**src/source/macPkg.sv**
```systemverilog
package macPkg;

  // ~~~~~~~~~~~~~~~~~~~~~~~~~~~~~~
  // word widths
  // ~~~~~~~~~~~~~~~~~~~~~~~~~~~~~~
  typedef logic [15:0] dataWord;     // operand registers and the bus word
  typedef logic [31:0] productWord;  // full multiplier output
  typedef logic [39:0] accWord;      // MR2:MR1:MR0 packed as one value
  typedef logic [2:0]  regAddr;      // Wishbone word address

  localparam int MUL_STEPS = 16;                 // one multiplier bit per cycle
  localparam int STEP_W    = $clog2(MUL_STEPS);  // width of the step counter
  localparam int NUM_BANKS = 2;                  // primary and shadow
  localparam accWord RND_BIAS = 40'h00_0000_8000;  // half an LSB of MR1

  // ~~~~~~~~~~~~~~~~~~~~~~~~~~~~~~
  // register map
  // ~~~~~~~~~~~~~~~~~~~~~~~~~~~~~~
  localparam regAddr ADR_MX0 = 3'd0;
  localparam regAddr ADR_MX1 = 3'd1;
  localparam regAddr ADR_MY0 = 3'd2;
  localparam regAddr ADR_MY1 = 3'd3;
  localparam regAddr ADR_CMD = 3'd4;  // writing here starts an operation
  localparam regAddr ADR_MR0 = 3'd5;
  localparam regAddr ADR_MR1 = 3'd6;
  localparam regAddr ADR_MR2 = 3'd7;  // read back sign extended from 8 bits

  // X operand sources use the Xop code as their encoding
  typedef enum logic [2:0] {
    X_MX0 = 3'b000,
    X_MX1 = 3'b001,
    X_MR0 = 3'b011,
    X_MR1 = 3'b100,
    X_MR2 = 3'b101
  } xSource;

  typedef enum logic [1:0] {
    Y_MY0  = 2'b00,
    Y_MY1  = 2'b01,
    Y_MR1  = 2'b10,
    Y_ZERO = 2'b11
  } ySource;

  typedef enum logic [2:0] {IDLE, ISSUE, MULTIPLY, WRITEBACK, ACK} seqState;

  // low ten bits of a CMD write
  typedef struct packed {
    logic [3:0] amf;
    logic [2:0] xop;
    logic [1:0] yop;
    logic       shadow;
  } macCmd;

  typedef struct packed {
    logic   msub;
    logic   mzero;
    logic   rnd;
    logic   unsignX;
    logic   unsignY;
    xSource xSel;
    ySource ySel;
    logic   shadow;
  } macCtrl;

  typedef struct packed {
    logic    cyc;
    logic    stb;
    logic    we;
    regAddr  adr;
    dataWord dat;
  } wbReq;

  typedef struct packed {
    logic    ack;
    dataWord dat;
  } wbRsp;

endpackage

```
**src/source/macAccumulator.sv**
```systemverilog
module macAccumulator (
  input  macPkg::accWord     mrIn,
  input  macPkg::productWord product,
  input  macPkg::macCtrl     ctrl,
  output macPkg::accWord     mrOut
);

  logic           prodSign;
  macPkg::accWord prodExt;
  macPkg::accWord base;
  macPkg::accWord sum;
  macPkg::accWord biased;

  // ~~~~~~~~~~~~~~~~~~~~~~~~~~~~~~
  // product and base
  // ~~~~~~~~~~~~~~~~~~~~~~~~~~~~~~
  always_comb begin
    // only an unsigned by unsigned product can use bit 31 as magnitude
    prodSign = (ctrl.unsignX && ctrl.unsignY) ? 1'b0 : product[31];
    prodExt  = {{8{prodSign}}, product};
    base     = ctrl.mzero ? '0 : mrIn;
  end

  // ~~~~~~~~~~~~~~~~~~~~~~~~~~~~~~
  // add or subtract, then round
  // ~~~~~~~~~~~~~~~~~~~~~~~~~~~~~~
  always_comb begin
    if (ctrl.msub) begin
      sum = base - prodExt;  // wraps at 40 bits
    end else begin
      sum = base + prodExt;
    end

    biased = sum + macPkg::RND_BIAS;

    if (ctrl.rnd) begin
      mrOut = {biased[39:16], 16'h0000};  // MR0 is cleared by rounding
    end else begin
      mrOut = sum;
    end
  end

endmodule

```
**src/source/macDecoder.sv**
```systemverilog
module macDecoder (
  input  logic           DSPCLK,
  input  logic           rst,
  input  logic           issue,
  input  macPkg::macCmd  cmd,
  output macPkg::macCtrl ctrl
);

  macPkg::macCtrl decoded;

  // ~~~~~~~~~~~~~~~~~~~~~~~~~~~~~~
  // AMF function decode
  // ~~~~~~~~~~~~~~~~~~~~~~~~~~~~~~
  always_comb begin
    decoded.msub  = (cmd.amf == 4'b0011) || (cmd.amf[3:2] == 2'b11);  // MR minus product forms
    decoded.mzero = (cmd.amf == 4'b0001) || (cmd.amf[3:2] == 2'b01);  // base is cleared
    decoded.rnd   = (cmd.amf[3:2] == 2'b00);                          // the whole 00xx group rounds
    // rounding forms are always signed so their low bits never mean unsigned
    decoded.unsignX = cmd.amf[1] && !decoded.rnd;
    decoded.unsignY = cmd.amf[0] && !decoded.rnd;

    case (cmd.xop)
      3'b000:  decoded.xSel = macPkg::X_MX0;
      3'b001:  decoded.xSel = macPkg::X_MX1;
      3'b011:  decoded.xSel = macPkg::X_MR0;  // MR feedback into the X side
      3'b100:  decoded.xSel = macPkg::X_MR1;
      3'b101:  decoded.xSel = macPkg::X_MR2;
      default: decoded.xSel = macPkg::X_MX0;  // unused codes fall back to MX0
    endcase

    case (cmd.yop)
      2'b00:   decoded.ySel = macPkg::Y_MY0;
      2'b01:   decoded.ySel = macPkg::Y_MY1;
      2'b10:   decoded.ySel = macPkg::Y_MR1;  // takes the place of MF here
      default: decoded.ySel = macPkg::Y_ZERO;
    endcase

    decoded.shadow = cmd.shadow;
  end

  // the decoded word stays put for the whole operation and beyond
  always_ff @(posedge DSPCLK) begin
    if (rst) begin
      ctrl <= '0;  // primary bank, plain signed multiply
    end else if (issue) begin
      ctrl <= decoded;
    end
  end

  // an unknown Xop would quietly fall back to MX0 instead of a real X source
  cmdKnownAtIssue: assert property (@(posedge DSPCLK) disable iff (rst)
    issue |-> !$isunknown(cmd));

endmodule

```
**src/source/macMultiplier.sv**
```systemverilog
module macMultiplier (
  input  logic               DSPCLK,
  input  logic               rst,
  input  logic               start,
  input  macPkg::dataWord    xOp,
  input  macPkg::dataWord    yOp,
  input  logic               unsignX,
  input  logic               unsignY,
  output macPkg::productWord product
);

  logic [16:0]        xExt;      // operands widened by one sign bit
  logic [16:0]        yExt;
  logic signed [19:0] xWide;
  logic signed [19:0] addend;
  logic signed [19:0] sum;
  logic signed [19:0] hiAcc;     // upper partial product
  macPkg::dataWord    loAcc;     // retired low bits shift in from the top
  macPkg::dataWord    stepMask;  // one hot, picks the multiplier bit of this cycle
  logic               yBit;

  // an unsigned operand gets a zero on top, a signed one repeats its MSB
  assign xExt = {xOp[15] && !unsignX, xOp};
  assign yExt = {yOp[15] && !unsignY, yOp};

  // ~~~~~~~~~~~~~~~~~~~~~~~~~~~~~~
  // one shift-add step
  // ~~~~~~~~~~~~~~~~~~~~~~~~~~~~~~
  always_comb begin
    xWide  = {{3{xExt[16]}}, xExt};
    yBit   = |(yOp & stepMask);
    addend = yBit ? xWide : '0;
    // a negative multiplier carries weight -2^16, which is twice the last bit weight
    if (stepMask[15] && yExt[16]) begin
      addend = addend - (xWide <<< 1);
    end
    sum = hiAcc + addend;
  end

  always_ff @(posedge DSPCLK) begin
    if (rst) begin
      stepMask <= '0;
    end else if (start) begin
      stepMask <= 16'h0001;
    end else begin
      stepMask <= stepMask << 1;  // empties itself after the sixteenth step
    end
  end

  always_ff @(posedge DSPCLK) begin
    if (start) begin
      hiAcc <= '0;
      loAcc <= '0;
    end else if (|stepMask) begin
      hiAcc <= sum >>> 1;
      loAcc <= {sum[0], loAcc[15:1]};
    end
  end

  assign product = {hiAcc[15:0], loAcc};  // stable from the WRITEBACK cycle on

endmodule

```
**src/source/macRegFile.sv**
```systemverilog
module macRegFile (
  input  logic            DSPCLK,
  input  logic            rst,
  input  macPkg::wbReq    req,
  input  logic            regWrite,
  input  logic            writeBack,
  input  macPkg::macCtrl  ctrl,
  input  macPkg::accWord  mrNew,
  output macPkg::dataWord xOp,
  output macPkg::dataWord yOp,
  output macPkg::accWord  mrCur,
  output macPkg::dataWord rdData
);

  macPkg::dataWord mx0 [macPkg::NUM_BANKS];
  macPkg::dataWord mx1 [macPkg::NUM_BANKS];
  macPkg::dataWord my0 [macPkg::NUM_BANKS];
  macPkg::dataWord my1 [macPkg::NUM_BANKS];
  macPkg::accWord  mr  [macPkg::NUM_BANKS];
  macPkg::macCmd   cmdReg;  // last command word, for readback only
  macPkg::dataWord mr2Word;
  logic            bank;

  assign bank = ctrl.shadow;  // 1 selects the shadow set

  // ~~~~~~~~~~~~~~~~~~~~~~~~~~~~~~
  // register banks
  // ~~~~~~~~~~~~~~~~~~~~~~~~~~~~~~
  always_ff @(posedge DSPCLK) begin
    if (rst) begin
      for (int b = 0; b < macPkg::NUM_BANKS; b++) begin
        mx0[b] <= '0;
        mx1[b] <= '0;
        my0[b] <= '0;
        my1[b] <= '0;
        mr[b]  <= '0;
      end
      cmdReg <= '0;
    end else begin
      if (regWrite) begin
        case (req.adr)
          macPkg::ADR_MX0: mx0[bank] <= req.dat;
          macPkg::ADR_MX1: mx1[bank] <= req.dat;
          macPkg::ADR_MY0: my0[bank] <= req.dat;
          macPkg::ADR_MY1: my1[bank] <= req.dat;
          macPkg::ADR_CMD: cmdReg    <= macPkg::macCmd'(req.dat[9:0]);
          default: ;  // MR is written by the datapath only
        endcase
      end
      if (writeBack) begin
        mr[bank] <= mrNew;
      end
    end
  end

  assign mrCur   = mr[bank];
  assign mr2Word = {{8{mrCur[39]}}, mrCur[39:32]};  // MR2 seen as a full word

  // ~~~~~~~~~~~~~~~~~~~~~~~~~~~~~~
  // operand and readback muxes
  // ~~~~~~~~~~~~~~~~~~~~~~~~~~~~~~
  always_comb begin
    case (ctrl.xSel)
      macPkg::X_MX1: xOp = mx1[bank];
      macPkg::X_MR0: xOp = mrCur[15:0];
      macPkg::X_MR1: xOp = mrCur[31:16];
      macPkg::X_MR2: xOp = mr2Word;
      default:       xOp = mx0[bank];
    endcase

    case (ctrl.ySel)
      macPkg::Y_MY0: yOp = my0[bank];
      macPkg::Y_MY1: yOp = my1[bank];
      macPkg::Y_MR1: yOp = mrCur[31:16];
      default:       yOp = '0;  // leaves the base unchanged
    endcase

    case (req.adr)
      macPkg::ADR_MX0: rdData = mx0[bank];
      macPkg::ADR_MX1: rdData = mx1[bank];
      macPkg::ADR_MY0: rdData = my0[bank];
      macPkg::ADR_MY1: rdData = my1[bank];
      macPkg::ADR_CMD: rdData = {6'b0, cmdReg};
      macPkg::ADR_MR0: rdData = mrCur[15:0];
      macPkg::ADR_MR1: rdData = mrCur[31:16];
      default:         rdData = mr2Word;
    endcase
  end

endmodule

```
**src/source/macSequencer.sv**
```systemverilog
module macSequencer (
  input  logic         DSPCLK,
  input  logic         rst,
  input  macPkg::wbReq req,
  output logic         ack,
  output logic         issue,
  output logic         start,
  input  logic         lastStep,
  output logic         writeBack,
  output logic         regWrite,
  output logic         isCmd
);

  macPkg::seqState state;
  macPkg::seqState nextState;
  logic            reqValid;

  assign reqValid = req.cyc && req.stb;  // classic cycle, no pipelining
  assign isCmd    = reqValid && req.we && (req.adr == macPkg::ADR_CMD);

  // ~~~~~~~~~~~~~~~~~~~~~~~~~~~~~~
  // state register
  // ~~~~~~~~~~~~~~~~~~~~~~~~~~~~~~
  always_ff @(posedge DSPCLK) begin
    if (rst) begin
      state <= macPkg::IDLE;
    end else begin
      state <= nextState;
    end
  end

  always_comb begin
    nextState = state;
    case (state)
      macPkg::IDLE: begin
        if (reqValid) begin
          // only a command write runs the datapath, everything else answers at once
          nextState = isCmd ? macPkg::ISSUE : macPkg::ACK;
        end
      end
      macPkg::ISSUE: begin
        nextState = macPkg::MULTIPLY;  // decoder and multiplier load here
      end
      macPkg::MULTIPLY: begin
        if (lastStep) begin
          nextState = macPkg::WRITEBACK;
        end
      end
      macPkg::WRITEBACK: begin
        nextState = macPkg::ACK;
      end
      macPkg::ACK: begin
        nextState = macPkg::IDLE;  // master drops stb after seeing ack
      end
      default: begin
        nextState = macPkg::IDLE;
      end
    endcase
  end

  // ~~~~~~~~~~~~~~~~~~~~~~~~~~~~~~
  // strobes decoded from the state
  // ~~~~~~~~~~~~~~~~~~~~~~~~~~~~~~
  assign issue     = (state == macPkg::ISSUE);
  assign start     = (state == macPkg::ISSUE);      // counter and multiplier clear together
  assign writeBack = (state == macPkg::WRITEBACK);  // MR updates at the end of this cycle
  assign ack       = (state == macPkg::ACK);
  // host writes land on the acknowledge edge, so a command word is kept for readback too
  assign regWrite  = (state == macPkg::ACK) && req.we;

  // the master must still be strobing when the answer comes back
  ackInsideStb: assert property (@(posedge DSPCLK) disable iff (rst)
    ack |-> req.stb);

endmodule

```
**src/source/macStepCounter.sv**
```systemverilog
module macStepCounter (
  input  logic DSPCLK,
  input  logic rst,
  input  logic start,
  output logic lastStep
);

  logic [macPkg::STEP_W-1:0] count;
  logic                      running;

  always_ff @(posedge DSPCLK) begin
    if (rst) begin
      count   <= '0;
      running <= 1'b0;
    end else if (start) begin
      count   <= macPkg::STEP_W'(macPkg::MUL_STEPS - 1);  // counts down to zero
      running <= 1'b1;
    end else if (running) begin
      count <= count - 1'b1;
      if (count == '0) begin
        running <= 1'b0;  // the zero cycle was the final step
      end
    end
  end

  assign lastStep = running && (count == '0);

  // a new multiply only starts once the previous count has run out
  noRestart: assert property (@(posedge DSPCLK) disable iff (rst)
    start |-> !running);

endmodule

```
**src/source/macTop.sv**
```systemverilog
module macTop (
  input  logic         DSPCLK,
  input  logic         rst,
  input  macPkg::wbReq req,
  output macPkg::wbRsp rsp
);

  macPkg::macCtrl     ctrl;
  macPkg::dataWord    xOp;
  macPkg::dataWord    yOp;
  macPkg::productWord product;
  macPkg::accWord     mrCur;
  macPkg::accWord     mrNew;
  logic               issue;
  logic               start;
  logic               lastStep;
  logic               writeBack;
  logic               regWrite;

  macSequencer sequencerInst (
    .DSPCLK(DSPCLK), .rst(rst), .req(req), .ack(rsp.ack), .issue(issue),
    .start(start), .lastStep(lastStep), .writeBack(writeBack),
    .regWrite(regWrite), .isCmd()
  );

  // the command fields sit in the low bits of the bus word
  macDecoder decoderInst (
    .DSPCLK(DSPCLK), .rst(rst), .issue(issue),
    .cmd(macPkg::macCmd'(req.dat[9:0])), .ctrl(ctrl)
  );

  macStepCounter stepCounterInst (
    .DSPCLK(DSPCLK), .rst(rst), .start(start), .lastStep(lastStep)
  );

  macMultiplier multiplierInst (
    .DSPCLK(DSPCLK), .rst(rst), .start(start), .xOp(xOp), .yOp(yOp),
    .unsignX(ctrl.unsignX), .unsignY(ctrl.unsignY), .product(product)
  );

  macAccumulator accumulatorInst (
    .mrIn(mrCur), .product(product), .ctrl(ctrl), .mrOut(mrNew)
  );

  macRegFile regFileInst (
    .DSPCLK(DSPCLK), .rst(rst), .req(req), .regWrite(regWrite),
    .writeBack(writeBack), .ctrl(ctrl), .mrNew(mrNew), .xOp(xOp),
    .yOp(yOp), .mrCur(mrCur), .rdData(rsp.dat)
  );

endmodule
```
**config.mk**
```make
export PLATFORM = sky130hd
export DESIGN_NAME = macTop
export DESIGN_NICKNAME = d
export VERILOG_FILES = /design/src/source/macPkg.sv /design/src/source/macAccumulator.sv /design/src/source/macDecoder.sv /design/src/source/macMultiplier.sv /design/src/source/macRegFile.sv /design/src/source/macSequencer.sv /design/src/source/macStepCounter.sv /design/src/source/macTop.sv
export SDC_FILE = /design/constraint.sdc
export NUM_CORES = 1
export LEC_CHECK = 0
export BUFFER_PORTS_ARGS = -buffer_cell sky130_fd_sc_hd__clkbuf_2
export CAP_MARGIN = 10
export CORE_MARGIN = 2
export CORE_UTILIZATION = 50
export DETAILED_ROUTE_END_ITERATION = 10
export PLACE_DENSITY = 0.7
export SYNTH_ARGS = -nofsm -noshare
export SYNTH_HDL_FRONTEND = slang
export SYNTH_SLANG_ARGS = --single-unit
```
**constraint.sdc**
```tcl
create_clock -name DSPCLK -period 6.7 [get_ports DSPCLK]
set_clock_uncertainty 0.05 [all_clocks]
set_input_delay 0.335 -clock DSPCLK [delete_from_list [all_inputs] [get_ports DSPCLK]]
set_output_delay 0.335 -clock DSPCLK [all_outputs]
set_load 0.05 [all_outputs]
```
Yosys cells after proc, flatten, opt, wreduce, memory -nomap -nowiden
Memory sizes are Yosys's and may differ from the RTL's. A register that Yosys moved wholly into a read port is not among the register bits.
Cells that the tools add are included.
{"block": "word_totals", "reg_bits": 80, "latch_bits": 0, "ram_bits": 208, "rom_bits": 0, "input_bits": 24, "out_inout_bits": 17, "word_cells": 159, "memories": 5}
{"block": "classes", "add_sub_neg": 6, "multipliers": 0, "div": 0, "order_cmp": 0, "eq_ne": 28, "shift": 0, "n_mux": 67, "bitwise": 1, "reduce_logical": 33}
{"name": "regFileInst.mr", "depth": 2, "word_bits": 40, "rd": 1, "rd_clocked_by_memory_dff": 1, "write_ports": 2, "line": "macRegFile.sv:19", "text": "macPkg::accWord mr [macPkg::NUM_BANKS];"}
{"name": "regFileInst.mx0", "depth": 2, "word_bits": 16, "rd": 1, "rd_clocked_by_memory_dff": 1, "write_ports": 2, "line": "macRegFile.sv:15", "text": "macPkg::dataWord mx0 [macPkg::NUM_BANKS];"}
{"name": "regFileInst.mx1", "depth": 2, "word_bits": 16, "rd": 1, "rd_clocked_by_memory_dff": 1, "write_ports": 2, "line": "macRegFile.sv:16", "text": "macPkg::dataWord mx1 [macPkg::NUM_BANKS];"}
{"name": "regFileInst.my0", "depth": 2, "word_bits": 16, "rd": 1, "rd_clocked_by_memory_dff": 1, "write_ports": 2, "line": "macRegFile.sv:17", "text": "macPkg::dataWord my0 [macPkg::NUM_BANKS];"}
{"name": "regFileInst.my1", "depth": 2, "word_bits": 16, "rd": 1, "rd_clocked_by_memory_dff": 1, "write_ports": 2, "line": "macRegFile.sv:18", "text": "macPkg::dataWord my1 [macPkg::NUM_BANKS];"}
{"operator": "40-bit two-way mux", "count": 4}
{"operator": "16-bit case mux with 7 select lines", "count": 1}
{"operator": "16-bit OR reduction", "count": 6}
{"operator": "16-bit two-way mux", "count": 4}
{"operator": "16-bit case mux with 4 select lines", "count": 1}
{"operator": "16-bit case mux with 3 select lines", "count": 1}
{"operator": "1-bit two-way mux", "count": 46}
{"operator": "40-bit by 16-bit adder with 40-bit output (second input constant)", "count": 1}
{"operator": "40-bit adder", "count": 1}
{"operator": "20-bit two-way mux", "count": 2}
{"operator": "40-bit OR reduction", "count": 1}
{"operator": "40-bit subtractor", "count": 1}
{"operator": "3-bit equality test (second input constant)", "count": 8}
{"operator": "3-bit case mux with 4 select lines", "count": 2}
{"operator": "19-bit by 20-bit adder with 20-bit output", "count": 1}
{"operator": "20-bit by 18-bit subtractor with 20-bit output", "count": 1}
{"operator": "3-bit by 2-bit equality test with 1-bit output (second input constant)", "count": 6}
{"operator": "16-bit AND", "count": 1}
{"operator": "3-bit by 1-bit equality test with 1-bit output (second input constant)", "count": 4}
{"operator": "1-bit logical AND", "count": 11}
{"operator": "3-bit two-way mux", "count": 3}
{"operator": "4-bit two-way mux", "count": 2}
{"operator": "2-bit by 1-bit equality test with 1-bit output (second input constant)", "count": 3}
{"operator": "2-bit equality test (second input constant)", "count": 3}
{"operator": "other kinds (14)", "count": 21}

Depth between registers and ports, before layout
Gate-level depths: netlist (run 1).
{"block": "depth", "depth_word": 8, "ltp_mapped": 30, "mapped_depth_nobuf": 27}

Modules after synthesis
A second synthesis (run 1) with hierarchy kept.
{"block": "hier_totals", "cells_unflattened": 2090, "hier_area_um2": 19887.8}
{"module": "macRegFile", "n_inst": 1, "cells_each": 920, "area_each_um2": 11372.2, "seq_area_each_um2": 6446.2}
{"module": "macAccumulator", "n_inst": 1, "cells_each": 584, "area_each_um2": 3863.7, "seq_area_each_um2": 0.0}
{"module": "macMultiplier", "n_inst": 1, "cells_each": 494, "area_each_um2": 3751.1, "seq_area_each_um2": 1021.0}
{"module": "macDecoder", "n_inst": 1, "cells_each": 48, "area_each_um2": 486.7, "seq_area_each_um2": 220.2}
{"module": "macStepCounter", "n_inst": 1, "cells_each": 24, "area_each_um2": 227.7, "seq_area_each_um2": 100.1}
{"module": "macSequencer", "n_inst": 1, "cells_each": 20, "area_each_um2": 186.4, "seq_area_each_um2": 60.1}

Least setup slack after synthesis (run 1)
OpenSTA, ideal clock, no wires.
{"block": "synth_timing", "path_kind": "flip-flop to flip-flop", "from": "reg with a tool-made name", "to": "reg, netlist name multiplierInst.hiAcc[18]", "setup_ns": 0.070, "arrival_ns": 5.981, "required_time_ns": 6.580, "setup_slack_ns": 0.599, "stages_incl_launch_ff": 31, "n_path_buf": 3, "synth_period_minus_slack_ns": 6.101, "path_cell_list": "dfxtp_1 -> buf_6 -> buf_2 -> mux4_2 -> a222oi_1 -> nand3_1 -> nor3_1 -> a21oi_1 -> nor2_1 -> clkbuf_1 -> nor2_1 -> ha_1 -> nor2b_1 -> o21ai_0 -> a21oi_1 -> o21ai_0 -> a21oi_1 -> o21ai_0 -> a21oi_1 -> o21ai_0 -> xor2_1 -> o21ai_0 -> ha_1 -> a21o_1 -> a21oi_1 -> nor2b_1 -> a31oi_1 -> o211ai_1 -> and3_1 -> or4_1 -> a21oi_1"}

==> key figures, run 1 <==
Global routing
  • Gr usage total: 30.6%
  • First-pass GRT wire length: 96200 um
  • Largest net degree at the start of global routing: 52
  • Vias in the first global route: 16100
  • Initial antenna violation count: 2
  • GR Overflow Total: 0

Critical path
  • CP Data Required Time: 7130 ps
  • Crit path DAT: 6770 ps
  • Critical Path Max Stage Delay: 520 ps
  • CP endpoint kind: flip-flop
  • Setup Crit Path Kind: flip-flop to flip-flop
  • Startpoint Class: flip-flop
  • Slowest CP cell: mux4_2
  • Crit Path Max Fanout: 15
  • Most used cell, CP: o21ai_0

Floorplanning
  • Num ports: 41
  • Chip Height: 203 um
  • Chip Width: 203 um
  • Core area: 38900 um^2
  • Starting Density: 51.0%
  • FP Rows: 72
  • Total die area: 41300 um^2

Power and ir drop
  • Switching power total: 2500 uW
  • Sequential share of power: 32.2%
  • Pwr/cell area: 306 nW/um^2
  • Internal: 4220 uW
  • Switch share: 37.2%
  • P_leak: 0.00834 uW
  • Comb pwr share: 36.6%
  • Clock share of power: 31.2%
  • VDD IR-drop max: 216 uV

Timing
  • Final setup TNS: 0 ps
  • Normalized max-slew margin: 23.2%
  • Worst Max-Slew Pin Slew: 1150 ps
  • FMAX: 158 MHz
  • Hold_ws: 71.5 ps
  • Final setup margin: 361 ps
  • Final setup fails: 0
  • Final Slew Violations: 0
  • Period utilization: 94.6%
  • Crit path time final: 6340 ps
  • Final Hold Vio Count: 0

Drt
  • DRT Pass-1 Iters: 6
  • DRC viols: 0
  • Drt initial violations: 1920
  • Drt wl/cell: 23.5 um
  • Via Count: 17200
  • Drt total wl: 63700 um
  • Antenna-violating nets left: 0
  • Routed vias/inst: 6.33

Placement
  • Inst Count DP: 2638
  • Gpl congestion: 0.983
  • Post-Place Setup Slack: 153 ps
  • IO Port Bufs: 40
  • Placed wire-length estimate: 47500 um

Finish
  • Nets: 2269
  • Area growth from synthesis to layout: 10.7%
  • Share of cells above drive strength 1: 12.5%
  • Final Instance Count excl. Fillers: 2711
  • Final Core Density: 56.4%
  • Fillers: 3412

Outcome
  • Status: complete, no violations

CTS
  • Hold_buf cts: 0
  • Clk slew on worst S/H paths: 60 ps
  • H-tree levels: 2
  • Sink Count: 289
  • Worst-Skew Late Latency: 570 ps
  • CTS tree: yes
  • Max clock buf depth: 3
  • CTS Buf Count: 35
  • Root buf cell: clkbuf_16

Synthesis
  • Async SR Flop Fraction: 0%
  • Seq/Total Area, Yosys: 39.7%
  • Warnings from Yosys: 0
  • Number of synthesized flops with an enable pin: 208
  • Synth Flop Type: edfxtp_1
  • Syn_nets: 2253
  • Post-synthesis cell type count: 95
  • Mapped Area: 19800 um^2
  • Synth Register Bits: 289
  • Mapped Cells: 2149
  • Syn Area/Cell: 9.23 um^2

Min path
  • Worst hold path class: input pin to flip-flop

Run
  • Max cap viols: 0
path summary, 6_finish.rpt:
| kind | from | end | slack, ps | cells past startpoint |
|---|---|---|---|---|
| worst max-delay path | flip-flop | multiplierInst.hiAcc[18] | 360 | 28 |
| worst max register to register | flip-flop | multiplierInst.hiAcc[18] | 360 | 28 |
| worst min-delay path | req[7] | decoderInst.ctrl[10] | 70 | 3 |
| worst min register to register | multiplierInst.hiAcc[16] | multiplierInst.hiAcc[16] | 410 | 2 |
power groups by stage:
stage	sequential, uW	combinational, uW	clock [uW]
2_1_floorplan	2130	1850	0
4_1_cts	2160	2410	2110
5_1_grt	2170	2670	2180
6_report	2160	2460	2090
3_5_place_dp	2190	2390	0
3_3_place_gp	2190	2340	0
cell usage after synthesis, types with 34 or more instances:
library cell	number	share of area [%]
a21o_1	34	1.3
a21oi_1	174	4.4
and2_1	140	4.4
clkbuf_1	88	1.7
dfxtp_1	81	8.2
edfxtp_1	208	31
ha_1	77	4.9
inv_1	42	0.79
mux2_2	41	2.3
mux2i_1	98	4.9
nand2_1	197	3.7
nand3_1	38	0.96
nor2_1	253	4.8
nor3_1	57	1.4
o21ai_0	63	1.6
xnor2_1	67	3.0
cells in the final DEF (no fill, tap or decap), drive strengths merged, types with 10 or more instances in the layout:
master / n
or3: 15
ha: 77
or2: 16
nor3: 61
nand2: 197
nand3b: 11
and2: 141
nand2b: 28
clkbuf: 88
nand4: 20
nor2b: 19
edfxtp: 208
and3: 28
mux2i: 98
a31oi: 21
nor4: 17
a21o: 36
a211oi: 18
mux2: 41
buf: 63
nor2: 253
inv: 45
o221ai: 10
a22oi: 14
nand3: 39
nor3b: 15
o21ai: 68
xor2: 24
a21oi: 177
o211ai: 16
mux4: 17
o21a: 11
xnor2: 68
dfxtp: 81
o22ai: 28
critical path, delay by kind of cell, from the launching register on:
kind,cells,cell delay (ps)
buffers and inverters,2,360
flip-flops,1,470
XOR/XNOR,1,150
AND/OR/NAND/NOR,7,1400
AO/OA/AOI/OAI,15,2630
adder cells (fa/ha/maj),2,650
multiplexers,1,520
layout make-up:
class | instances | area, um^2 | share of cell area (%)
tap | 518 | 648 | 2.95
antenna | 1 | 2.50 | 0.0114
clock inverter | 17 | 317 | 1.44
multi-input combinational | 1693 | 11300 | 51.4
clock buffer | 47 | 931 | 4.24
timing repair buffer | 104 | 742 | 3.38
inverter | 42 | 158 | 0.718
sequential | 289 | 7870 | 35.8
flip-flops by register name, summed over array words and instances (netlist names), named ones only:
name,count
regFileInst.my1,32
regFileInst.mx0,32
multiplierInst.loAcc,16
regFileInst.my0,32
sequencerInst.state,3
multiplierInst.hiAcc,19
multiplierInst.stepMask,16
decoderInst.ctrl,11
regFileInst.cmdReg,10
regFileInst.mr,80
stepCounterInst.running,1
stepCounterInst.count,4
regFileInst.mx1,32
logic make-up (layout without fill, tap and decap cells):
family / count (synthesis) / after routing / share of synthesized area, %
AOI/OAI and AO/OA: 483 / 483 / 16.0
other: 0 / 1 / 0
DFF: 289 / 289 / 39.7
adders and majority gates: 80 / 80 / 5.16
muxes: 156 / 156 / 9.20
and+or+nand+nor: 882 / 882 / 22.4
xor gates and xnor gates: 92 / 92 / 4.10
buffers and inverters: 167 / 210 / 3.56
per-stage QoR:
stage	cell area (um^2)	power, uW
finish	22000	6720
global route	22000	7020
CTS	21800	6670
detailed placement	20600	4580
global placement	20600	4530
floorplan	19800	3980
repair_timing:
action	in CTS	in global routing
buffers inserted	0	7
hold endpoints to repair	0	0
resized for setup	0	13
setup endpoints to repair	0	6
metal layers:
layer	global-route usage (%)	part of all wire (%)	vias to the layer above
met5	0	0	-
met4	13.3	4.6	0
met3	5.58	9.2	129
met2	47.5	44	796
met1	42.1	42	8357
li1	-	-	7886
No activity file was read; power rests on OpenSTA's default activity.
==> run 2, diff against run 1 <==
--- a/config.mk
+++ b/config.mk
@@ -11,6 +11,7 @@
 export CORE_UTILIZATION = 50
 export DETAILED_ROUTE_END_ITERATION = 10
 export PLACE_DENSITY = 0.7
+export REMOVE_ABC_BUFFERS = 1
 export SYNTH_ARGS = -nofsm -noshare
 export SYNTH_HDL_FRONTEND = slang
 export SYNTH_SLANG_ARGS = --single-unit
==> run 2 against run 1 <==
- combinational power is essentially flat
- first-iteration DRC count shrank 6.0%
- sequential share of layout area grew 0.14 points
- critical path depth is the same
- non-clock buffer count grew 5
- via count grew 0.52%
- critical endpoint unchanged
- worst setup slack gained 51 ps
- core utilization shrank 0.21 points
- fmax grew 0.81%
==> key figures, run 2 (same netlist as run 1, synthesis figures left out) <==
Outcome
  • Status: complete, no violations

CTS
  • Hold_buf cts: 0
  • Worst-Skew Late Latency: 560 ps
  • CTS Buf Count: 34
  • Clk slew on worst S/H paths: 60 ps
  • Root buf cell: clkbuf_16
  • Max clock buf depth: 3
  • Sink Count: 289
  • H-tree levels: 2
  • CTS tree: yes

Finish
  • Max FFs per register: 80
  • Antenna diode count: 0
  • Final Instance Count excl. Fillers: 2713
  • Most frequent cells in the layout: nor2_1 (253), edfxtp_1 (208), nand2_1 (197)
  • Nets: 2273
  • Commonest non-fill, non-tap cell in the layout: nor2_1
  • Area growth from synthesis to layout: 10.3%
  • Share of cells above drive strength 1: 12.9%
  • Top reg by flops: regFileInst.mr

Power and ir drop
  • Internal: 4010 uW
  • P_leak: 0.00831 uW
  • Comb pwr share: 37.7%
  • Switch share: 38.9%
  • Clock share of power: 29.0%
  • Pwr/cell area: 300 nW/um^2
  • Switching power total: 2560 uW
  • VDD IR-drop max: 183 uV
  • Sequential share of power: 33.4%

Floorplanning
  • Chip Width: 203 um
  • Total die area: 41300 um^2
  • Num ports: 41
  • Starting Density: 51.0%
  • Core area: 38900 um^2
  • Chip Height: 203 um
  • FP Rows: 72

Critical path
  • Crit Path Max Fanout: 15
  • Most used cell, CP: a21oi_1
  • Startpoint Class: flip-flop
  • CP endpoint kind: flip-flop
  • Crit Reg-Reg Endpoint: multiplierInst.hiAcc[18]
  • R2R cell count: 28
  • CP Data Required Time: 7110 ps
  • Worst reg-to-reg setup slack: 410 ps
  • Slowest CP cell: mux4_2
  • Setup Crit Path Kind: flip-flop to flip-flop
  • Critical Path Max Stage Delay: 510 ps
  • Crit path DAT: 6700 ps

Timing
  • Final Slew Violations: 0
  • Crit path time final: 6290 ps
  • Final Hold Vio Count: 0
  • Period utilization: 93.9%
  • Final setup margin: 412 ps
  • Normalized max-slew margin: 29.7%
  • FMAX: 159 MHz
  • Final setup fails: 0
  • Worst Max-Slew Pin Slew: 1050 ps

Min path
  • Hold EP: decoderInst.ctrl[10]
  • Worst hold path class: input pin to flip-flop
  • Min-delay src: req[7]
  • Hold Path Depth: 3

Drt
  • DRC viols: 0
  • DRT Pass-1 Iters: 5
  • Antenna-violating nets left: 0
  • Routed vias/inst: 6.36
  • Drt wl/cell: 23.8 um
  • Via Count: 17300
  • Drt initial violations: 1805
  • Drt total wl: 64600 um

Global routing
  • Largest net degree at the start of global routing: 52
  • First-pass GRT wire length: 97900 um
  • GR Overflow Total: 0
  • Gr usage total: 31.0%
  • Vias in the first global route: 16400
  • Initial antenna violation count: 3

Placement
  • IO Port Bufs: 40
  • Placed wire-length estimate: 48300 um
  • Post-Place Setup Slack: 164 ps
  • Gpl congestion: 0.998
  • Inst Count DP: 2644

Run
  • Max cap viols: 0
-- run 2: metal layers --
metal | share of wire [%] | global-route usage [%] | wire length (um) | up-vias
li1 | - | - | - | 7907
met1 | 40 | 41.5 | 25900 | 8330
met2 | 45 | 48.9 | 29100 | 854
met3 | 10 | 6.68 | 6580 | 162
met4 | 4.6 | 12.9 | 2970 | 4
met5 | 0.033 | 0 | 21 | -
-- run 2: layout make-up --
class,instances,area [um^2]
Sequential cell,289,7870
Inverter,42,158
Multi-Input combinational cell,1693,11300
Clock buffer,40,893
Fill cell,3442,17000
Timing Repair Buffer,109,781
Clock inverter,22,244
Tap cell,518,648
-- run 2: power groups by stage --
stage / combinational [uW] / clock, uW / sequential (uW)
floorplan: 1800 / 0 / 2140
global placement: 2360 / 0 / 2220
detailed placement: 2410 / 0 / 2220
CTS: 2430 / 1910 / 2180
global route: 2690 / 1980 / 2200
finish: 2470 / 1900 / 2190
-- run 2: worst max path at each step --
stage          startpoint                       end  slack, ps  cells past startpoint
6_report        flip-flop  multiplierInst.hiAcc[18]        410                     28
5_1_grt         flip-flop  multiplierInst.hiAcc[18]        -60                     27
4_1_cts         flip-flop  multiplierInst.hiAcc[18]        160                     28
3_5_place_dp    flip-flop  multiplierInst.hiAcc[18]        160                     28
3_3_place_gp    flip-flop  multiplierInst.hiAcc[18]        220                     28
2_1_floorplan   flip-flop  multiplierInst.hiAcc[18]      -3150                     27
-- run 2: critical path: cells and delay by family (launching register included) --
| family | cells | cell delay [ps] |
|---|---|---|
| mux | 1 | 510 |
| xor+xnor | 1 | 150 |
| buf+inv | 2 | 420 |
| simple gates | 7 | 1450 |
| compound gates | 15 | 2480 |
| flops | 1 | 470 |
| fa+ha+maj | 2 | 660 |
-- run 2: through the flow --
stage | total power (uW) | hold slack (ps) | utilization, % | instance area [um^2] | setup TNS (ps)
6_report | 6570 | 91.9 | 56.2 | 21900 | 0
5_1_grt | 6870 | 88.3 | 56.2 | 21900 | -57.1
4_1_cts | 6520 | 76.7 | 56.0 | 21800 | 0
3_5_place_dp | 4630 | 416 | 53.1 | 20700 | 0
3_3_place_gp | 4580 | 405 | 53.1 | 20700 | 0
2_1_floorplan | 3940 | 354 | - | 19300 | -95540
-- run 2: timing repair --
item | 4_1_cts | 5_1_grt
setup endpoints to repair | 0 | 5
setup buffers | 0 | 6
resized for setup | 0 | 7
hold endpoints to repair | 0 | 0
